--- src/rtl/fp_fwd_pkg.sv ---
// Shared widths, vector typedefs, the forwarding source enum and pipeline stage structs
`default_nettype none

package fp_fwd_pkg;

  // ============================================================
  // Widths
  // ============================================================

  // Single-precision FP register file, one word per register
  localparam int unsigned FLEN = 32;

  // f0..f31, and f0 is an ordinary register here
  localparam int unsigned FP_REG_IDX_W = 5;

  // Three sources cover the fused multiply-add forms (fs1, fs2, fs3)
  localparam int unsigned MAX_SRCS = 3;

  // ============================================================
  // Vector types
  // ============================================================

  // One FP register value
  typedef logic [FLEN-1:0] fp_data_t;

  // One FP register number
  typedef logic [FP_REG_IDX_W-1:0] fp_reg_idx_t;

  // Where a forwarded operand comes from, highest priority first
  typedef enum logic [1:0] {
    FWD_LOAD = 2'd0,
    FWD_MA   = 2'd1,
    FWD_WB   = 2'd2,
    FWD_RF   = 2'd3
  } fwd_src_e;

  // ============================================================
  // Stage bundles
  // ============================================================

  // Pipeline control, load_use_stall is a subset of stall
  typedef struct packed {
    logic stall;
    logic load_use_stall;
  } pipe_ctrl_t;

  // Producer currently sitting in MA
  typedef struct packed {
    logic        fp_we;
    logic        is_fp_load;
    fp_reg_idx_t dest;
  } ma_stage_t;

  // Producer in WB, with the value that is about to be written
  typedef struct packed {
    logic        fp_we;
    fp_reg_idx_t dest;
    fp_data_t    data;
  } wb_stage_t;

  // One consumer source of the instruction in EX
  // The rf_data field was read from the register file in ID
  typedef struct packed {
    fp_reg_idx_t idx;
    fp_data_t    rf_data;
  } ex_src_t;

endpackage : fp_fwd_pkg

`default_nettype wire

--- src/rtl/fp_ma_data_capture.sv ---
// MA forward-data register, load-use stall flag and the choice of load forward data
`timescale 1ns/1ps
`default_nettype none

module fp_ma_data_capture (
  input  wire                    i_clk,
  input  wire                    i_rst_n,
  // Pipeline stall controls
  input  fp_fwd_pkg::pipe_ctrl_t i_pipe_ctrl,
  // The instruction in MA is an FP load
  input  wire                    i_ma_is_fp_load,
  // Compute result of the instruction in EX
  input  fp_fwd_pkg::fp_data_t   i_ex_fp_result,
  // Read data of the load in MA
  input  fp_fwd_pkg::fp_data_t   i_mem_rdata,
  output fp_fwd_pkg::fp_data_t   o_ma_fwd_data,
  output fp_fwd_pkg::fp_data_t   o_load_fwd_data
);

  import fp_fwd_pkg::*;

  // Value that the MA stage forwards back to EX
  fp_data_t ma_fwd_q;

  // Set in the cycle after a load-use stall cycle
  logic load_use_q;

  // True while the captured load data must stand in for the live read data
  logic use_load_capture;

  // ============================================================
  // MA data register
  // ============================================================

  // A load-use stall on an FP load takes the memory data, so the
  // dependent instruction sees the same value for the whole stall
  // Otherwise the EX result follows the instruction into MA on
  // every unstalled edge, and a plain stall keeps the old value
  always_ff @(posedge i_clk) begin
    if (i_pipe_ctrl.load_use_stall && i_ma_is_fp_load) begin
      ma_fwd_q <= i_mem_rdata;
    end else if (!i_pipe_ctrl.stall) begin
      ma_fwd_q <= i_ex_fp_result;
    end
  end

  // ============================================================
  // Load-use flag
  // ============================================================

  // Stretches the stall by one cycle, covering the cycle where the
  // consumer leaves the stall but the load is still visible in MA
  always_ff @(posedge i_clk) begin
    if (!i_rst_n) begin
      load_use_q <= 1'b0;
    end else begin
      load_use_q <= i_pipe_ctrl.load_use_stall;
    end
  end

  assign use_load_capture = i_pipe_ctrl.load_use_stall || load_use_q;

  // Load forward data comes from the capture register around a
  // load-use stall, and from the live read data at any other time
  assign o_load_fwd_data = use_load_capture ? ma_fwd_q : i_mem_rdata;
  assign o_ma_fwd_data   = ma_fwd_q;

  // A load-use stall is one kind of stall, so stall must be set too
  a_load_use_is_stall : assert property (
    @(posedge i_clk) disable iff (!i_rst_n)
    i_pipe_ctrl.load_use_stall |-> i_pipe_ctrl.stall
  ) else $error("load_use_stall asserted without stall");

endmodule : fp_ma_data_capture

`default_nettype wire

--- src/rtl/fp_operand_select.sv ---
// Hazard compare and priority mux for one FP source operand of the instruction in EX
`timescale 1ns/1ps
`default_nettype none

module fp_operand_select (
  // Producer in MA
  input  fp_fwd_pkg::ma_stage_t i_ma_stage,
  // Producer in WB, carrying its write data
  input  fp_fwd_pkg::wb_stage_t i_wb_stage,
  // The source this instance serves
  input  fp_fwd_pkg::ex_src_t   i_ex_src,
  // Registered compute result of the instruction in MA
  input  fp_fwd_pkg::fp_data_t  i_ma_fwd_data,
  // Load data for the FP load in MA, live or captured
  input  fp_fwd_pkg::fp_data_t  i_load_fwd_data,
  output fp_fwd_pkg::fp_data_t  o_fwd_data
);

  import fp_fwd_pkg::*;

  // Index compares against each producer stage
  logic ma_idx_hit;
  logic wb_idx_hit;

  // Qualified hits, each needs the matching stage to actually write
  logic load_hit;
  logic ma_hit;
  logic wb_hit;

  // Selected source for this operand
  fwd_src_e fwd_src;

  // ============================================================
  // Hazard detection
  // ============================================================

  // No hardwired zero register, f0 takes part like any other index
  assign ma_idx_hit = (i_ma_stage.dest == i_ex_src.idx);
  assign wb_idx_hit = (i_wb_stage.dest == i_ex_src.idx);

  assign load_hit = ma_idx_hit && i_ma_stage.is_fp_load;
  assign ma_hit   = ma_idx_hit && i_ma_stage.fp_we;
  assign wb_hit   = wb_idx_hit && i_wb_stage.fp_we;

  // The youngest producer wins, and within MA a load wins over the
  // compute path because its data is not in the MA data register
  always_comb begin
    if (load_hit) begin
      fwd_src = FWD_LOAD;
    end else if (ma_hit) begin
      fwd_src = FWD_MA;
    end else if (wb_hit) begin
      fwd_src = FWD_WB;
    end else begin
      fwd_src = FWD_RF;
    end
  end

  // ============================================================
  // Operand mux
  // ============================================================

  always_comb begin
    unique case (fwd_src)
      FWD_LOAD: o_fwd_data = i_load_fwd_data;
      FWD_MA:   o_fwd_data = i_ma_fwd_data;
      FWD_WB:   o_fwd_data = i_wb_stage.data;
      default:  o_fwd_data = i_ex_src.rf_data;
    endcase
  end

  // An unknown hazard flag falls silently through the if chain above
  // and lands on a legal but wrong select, which would happen if a
  // stage control bit or index were left undriven upstream
  always_comb begin
    a_fwd_src_legal : assert (!$isunknown({load_hit, ma_hit, wb_hit}))
      else $error("forward select %s built from unknown hazard flags %b",
                  fwd_src.name(), {load_hit, ma_hit, wb_hit});
  end

endmodule : fp_operand_select

`default_nettype wire

--- src/rtl/fp_forwarding_unit.sv ---
// FP operand forwarding top level with one MA data capture and one select per source
`timescale 1ns/1ps
`default_nettype none

module fp_forwarding_unit #(
  // Number of FP sources of the EX instruction, 3 with FMA and 2 without
  parameter int unsigned NUM_SRCS = 3
) (
  input  wire                                   i_clk,
  input  wire                                   i_rst_n,
  // Stall controls from the hazard unit
  input  fp_fwd_pkg::pipe_ctrl_t                i_pipe_ctrl,
  // Compute result of the instruction in EX
  input  fp_fwd_pkg::fp_data_t                  i_ex_fp_result,
  // Producer in MA and its load read data
  input  fp_fwd_pkg::ma_stage_t                 i_ma_stage,
  input  fp_fwd_pkg::fp_data_t                  i_mem_rdata,
  // Producer in WB
  input  fp_fwd_pkg::wb_stage_t                 i_wb_stage,
  // Source indices and register-file values of the EX instruction
  input  fp_fwd_pkg::ex_src_t  [NUM_SRCS-1:0]   i_ex_srcs,
  // Resolved operand values for the FPU
  output fp_fwd_pkg::fp_data_t [NUM_SRCS-1:0]   o_fwd_data
);

  import fp_fwd_pkg::*;

  // Shared by every operand select
  fp_data_t ma_fwd_data;
  fp_data_t load_fwd_data;

  // Reject a source count the pipeline cannot have
  if (NUM_SRCS < 1 || NUM_SRCS > MAX_SRCS) begin : g_bad_num_srcs
    $error("NUM_SRCS must lie between 1 and %0d", MAX_SRCS);
  end

  // ============================================================
  // MA data capture
  // ============================================================

  // One register serves all sources, since MA holds a single producer
  fp_ma_data_capture u_ma_capture (
    .i_clk           (i_clk),
    .i_rst_n         (i_rst_n),
    .i_pipe_ctrl     (i_pipe_ctrl),
    .i_ma_is_fp_load (i_ma_stage.is_fp_load),
    .i_ex_fp_result  (i_ex_fp_result),
    .i_mem_rdata     (i_mem_rdata),
    .o_ma_fwd_data   (ma_fwd_data),
    .o_load_fwd_data (load_fwd_data)
  );

  // ============================================================
  // Per-source operand select
  // ============================================================

  for (genvar i = 0; i < NUM_SRCS; i++) begin : g_src
    fp_operand_select u_sel (
      .i_ma_stage      (i_ma_stage),
      .i_wb_stage      (i_wb_stage),
      .i_ex_src        (i_ex_srcs[i]),
      .i_ma_fwd_data   (ma_fwd_data),
      .i_load_fwd_data (load_fwd_data),
      .o_fwd_data      (o_fwd_data[i])
    );
  end

  // A load in MA must not also claim the compute path, otherwise the
  // select would see two MA producers for the same register
  a_load_not_compute : assert property (
    @(posedge i_clk) disable iff (!i_rst_n)
    i_ma_stage.is_fp_load |-> !i_ma_stage.fp_we
  ) else $error("FP load in MA with fp_we set");

endmodule : fp_forwarding_unit

`default_nettype wire

--- config.mk ---
export PLATFORM = sky130hd
export DESIGN_NAME = fp_forwarding_unit
export DESIGN_NICKNAME = d
export VERILOG_FILES = /design/src/rtl/fp_fwd_pkg.sv /design/src/rtl/fp_ma_data_capture.sv /design/src/rtl/fp_operand_select.sv /design/src/rtl/fp_forwarding_unit.sv
export SDC_FILE = /design/constraint.sdc
export NUM_CORES = 1
export LEC_CHECK = 0
export ABC_AREA = 0
export BUFFER_PORTS_ARGS = -buffer_cell sky130_fd_sc_hd__buf_2
export CAP_MARGIN = 20
export CORE_AREA = 2 2 124 126
export DETAILED_ROUTE_END_ITERATION = 10
export DIE_AREA = 0 0 126 128
export PLACE_DENSITY = 0.64
export SETUP_SLACK_MARGIN = 0.02
export SLEW_MARGIN = 20
export SYNTH_ARGS = -nofsm -noshare
export SYNTH_HDL_FRONTEND = slang
export SYNTH_SLANG_ARGS = --single-unit
export TNS_END_PERCENT = 100
--- constraint.sdc ---
create_clock -name i_clk -period 2.1 [get_ports i_clk]
set_clock_uncertainty 0.05 [all_clocks]
set_input_delay 0.105 -clock i_clk [delete_from_list [all_inputs] [get_ports i_clk]]
set_output_delay 0.105 -clock i_clk [all_outputs]
set_load 0.005 [all_outputs]
; ---- Word-level counts from Yosys, hierarchy flattened
; Cells that the tools add are included.
; W data, S select, Z words.
[op_classes]
eq_ne = 13
mux = 15
reduce_logical = 14
[ops]
columns = cell, count
row1 = $pmux W32 S3, 3
row2 = $mux W32, 3
row3 = $eq A5 B5 Y1, 6
row4 = $mux W2, 6
row5 = $logic_and A1 B1 Y1, 10
row6 = $eq A2 B1 Y1 const B, 3
row7 = $eq A2 B2 Y1 const B, 3
row8 = $logic_not A2 Y1, 3
row9 = $mux W1, 3
row10 = $ne A2 B1 Y1 const B, 1
row11 = $logic_or A1 B1 Y1, 1
[totals]
elab_cells = 44
register_bits = 33
output_inout_bits = 96
inputBits = 224

; ---- Logic depth before layout (Yosys ltp)
[depth]
ltp_word = 7
mapped_depth = 7
mapped_depth_nobuf = 5

; ---- Hierarchy
; A second synthesis with hierarchy kept.
[unflattened]
hier_cells = 503
hier_area_um2 = 5386.4
[by_module_without_submodules]
columns = module, cells_per_inst, seq_area_each_um2, instances, area_per_inst_um2
row1 = fp_operand_select, 132, 0.0, 3, 1156.1
row2 = fp_ma_data_capture, 107, 980.9, 1, 1918.1

; ---- Worst setup path before layout
; Ideal clock, no wire load.
[synth_timing]
path_kind = input port to flip-flop
from = in i_pipe_ctrl[0] in the netlist's numbering
to = reg u_ma_capture.ma_fwd_q[0], in the netlist u_ma_capture.o_ma_fwd_data[0], enable pin
arrival_time_ns = 1.236
setup_ns = 0.479
required_time_ns = 1.571
setup_slack_ns = 0.335
path_buffers = 1
cell_stages = 3
cell_sequence = nand2_1 buf_1 nand2_1
[synth_between]
elab_chain_len = 2
[synth_lines]
columns = element, line
row1 = "start, declared", fp_forwarding_unit.sv:12  ; input fp_fwd_pkg::pipe_ctrl_t i_pipe_ctrl,
row2 = $logic_and A1 B1 Y1, fp_ma_data_capture.sv:40  ; if (i_pipe_ctrl.load_use_stall && i_ma_is_fp_load) begin
row3 = $ne A2 B1 Y1 (no source line), --
row4 = "end signal, assigned", fp_ma_data_capture.sv:41  ; ma_fwd_q <= i_mem_rdata;
row5 = "end signal, assigned", fp_ma_data_capture.sv:43  ; ma_fwd_q <= i_ex_fp_result;
row6 = "end, declared", fp_ma_data_capture.sv:23  ; fp_data_t ma_fwd_q;
; Every way passes these cells.
; A chain may end at the register's enable or synchronous reset.

==> results.cfg <==
[final_layout]
drive_above_1_share = 0.548
n_fill_cell = 1494
antenna_cells_inserted = 0
layout_common_cells = 319 x sky130_fd_sc_hd__buf_2, 130 x sky130_fd_sc_hd__nand2_1, 99 x sky130_fd_sc_hd__nand3_1
finalNetCount = 1111
area.sequential_um2 = 981
multiInputGateArea_mm2 = 0.00372
final_cells = 1076
layout.cells.most_common = sky130_fd_sc_hd__buf_2
area_delta_synth_final_pct = 38.2

[yosys]
synthesis.yosys.warnings = 0
postSynthAreaPerCell_um2 = 8.49
post_synth_main_area_contributors = sky130_fd_sc_hd__a2bb2oi_2 27%, sky130_fd_sc_hd__edfxtp_1 19%, sky130_fd_sc_hd__nand3_1 9.8%
synthDominantAreaCellType = sky130_fd_sc_hd__a2bb2oi_2
synthDistinctLibCells = 26
sequential_share_of_the_synthesized_area = 0.195
netlist_area_mm2 = 0.00504
yosys_register_bits = 33
mappedNetlistNets = 817
yosysTopAreaCellShare = 0.268
synthesis.instances = 593

[global_routing]
globalRouteOverflowTotal = 0
gr-usage-met2 = 0.390
use_met1 = 0.356
grt_first_pass_wirelength_mm = 31.8
grt_pass1_vias = 5654
grt_max_degree = 65
met3_capacity_usage_during_global_routing = 0.0355
most_utilized_layer_in_the_global_route_result = met2
antenna_violations_before_repair = 0
groute.usage.overall = 0.250

[routing]
routedWlPerCell_um = 20.4
drtAntennaViolNets = 0
drt_iter0_markers = 507
drc_errors = 0
routed_via_density = 5.54
num_vias = 5962
wl_mm = 21.9
number_of_iterations_in_the_first_detailed_routing_pass = 5

[clocking]
numCtsBuffers = 5
cts.htree.levels = 2
clock_tree.buffer_depth = 2
cts_tree = built
worst_setup_hold_path_clk_slew_ns = 0.05
clockRootBuffer = sky130_fd_sc_hd__clkbuf_16
tritoncts_num_sinks = 33
post_cts.repair.setup_buffers = 0

[timing]
final.min_clock_period_ns = 2.00
timing.final.hold_violations = 0
worstMarginPinSlew_ns = 0.587
timing.slew.headroom = 0.608
setup_tns_ns = 0
achievable-frequency_mhz = 500
timing_max_transition_violations_final = 0
period_utilization = 0.953
setup_repair_after_global_routing_missed_its_margin = yes
final.hold.worst_slack_ns = 0.0708
setup_viol = 0
fin_ws_ns = 0.0992

[power_and_ir_drop]
power-per-cell-area_mw_per_mm2 = 412
finalPower_mw = 2.87
total_leakage_power_nw = 3.00
vdd_drop_max_mv = 0.566

[placement]
post_placement_setup_slack_ns = 0.105
dp.cells = 1065
hpwl_mm = 16.7
routabilityCongestion = 0.955
numPortBuffers = 319

[floorplanning]
core.rowCount = 45
die_w_um = 126
num_io_pins = 320
fp.dieArea_mm2 = 0.0161
fp.dieH_um = 128
initial_core_util = 0.339
core_region_area_mm2 = 0.0149

[min_path]
hp-class = primary input to flip-flop

[setup_path]
cpLargestDelayFamily = simple AND/OR/NAND/NOR gates
cp_data_required_time_ns = 1.95
timing_worst_setup_path_type = primary input to output port
setup.worst_path.start_class = primary input
timing.critical_path.buf_inv = 2
slowest_cell_delay_on_critical_path_ns = 0.63
worst_path_max_delay_cell = sky130_fd_sc_hd__or4_4
arrival_ns = 1.85
timing.critical_path.cells = buf_2 -> xnor2_1 -> nand3_1 -> or4_4 -> nand2_4 -> a2bb2oi_2 -> buf_2
cp_common_cell = sky130_fd_sc_hd__buf_2
path_max_fanout = 16
worstSetupEndpointType = output port

[run_status]
status = finished clean

[flow_run]
maxCapViolCount = 0
[state kept, by name, summed over array words and instances (netlist names)]
register / count
u_ma_capture.o_ma_fwd_data: 32
u_ma_capture.load_use_q: 1
[kinds of logic (layout without fill, tap and decap cells)]
| group | Yosys count | count (layout) | synth area share |
|---|---|---|---|
| buffers and inverters | 57 | 350 | 0.0743 |
| muxes | 32 | 32 | 0.0716 |
| xor gates and xnor gates | 30 | 30 | 0.0522 |
| AOI/OAI and AO/OA | 192 | 192 | 0.374 |
| and+or+nand+nor | 249 | 251 | 0.233 |
| DFF | 33 | 33 | 0.195 |
[cells in the mapped netlist (all sizes together)]
| cell type | number |
|---|---|
| mux2 | 32 |
| nor2b | 1 |
| nor2 | 2 |
| o21ai | 96 |
| edfxtp | 32 |
| nand3 | 102 |
| a2bb2oi | 96 |
| nor3 | 3 |
| and2 | 1 |
| xnor2 | 12 |
| nand2 | 133 |
| xor2 | 18 |
| or4 | 3 |
| dfxtp | 1 |
| nor4 | 3 |
| clkbuf | 32 |
| buf | 25 |
| or2 | 1 |
[where the power goes]
group	internal (mW)	switching, mW
sequential	0.812	0.0346
combinational	0.642	0.688
clock	0.438	0.255
[area by class of cell]
type / count / area share
clock buffers: 7 / 0.0191
clock inverters: 1 / 0.000719
multi-input cells: 505 / 0.535
flip-flops and latches: 33 / 0.141
well taps: 188 / 0.0338
repair buffers: 342 / 0.271
[layer usage]
metal  routed length [um]  vias up  part of all wire
li1                     -     2790                 -
met1                 9510     2780              0.43
met2                10100      345              0.46
met3                 1720       47             0.078
met4                  603        0             0.028
met5                    0        -                 0
[repair_timing]
action | in CTS | in global routing
gates resized for setup | 1 | 0
hold buffers | 1 | 0
setup endpoints to repair | 23 | 11
endpoints found under the hold margin | 1 | 0
pin swaps | 0 | 2
cloned | 0 | 2
[path summary, 6_finish.rpt]
path | slack, ns | start | endpoint | depth (start not counted)
hold / removal | 0.07 | i_pipe_ctrl[0] | u_ma_capture.load_use_q | 2
setup / recovery | 0.1 | i_ma_stage[2] | o_fwd_data[5] | 7
[per-stage QoR]
| stage | utilization | instance area (um2) |
|---|---|---|
| after floorplan | - | 5040 |
| after global placement | 0.457 | 6790 |
| after detailed placement | 0.457 | 6790 |
| after CTS | 0.467 | 6940 |
| after global routing | 0.468 | 6960 |
| final | 0.468 | 6960 |
No activity file was read; power rests on OpenSTA's default activity.
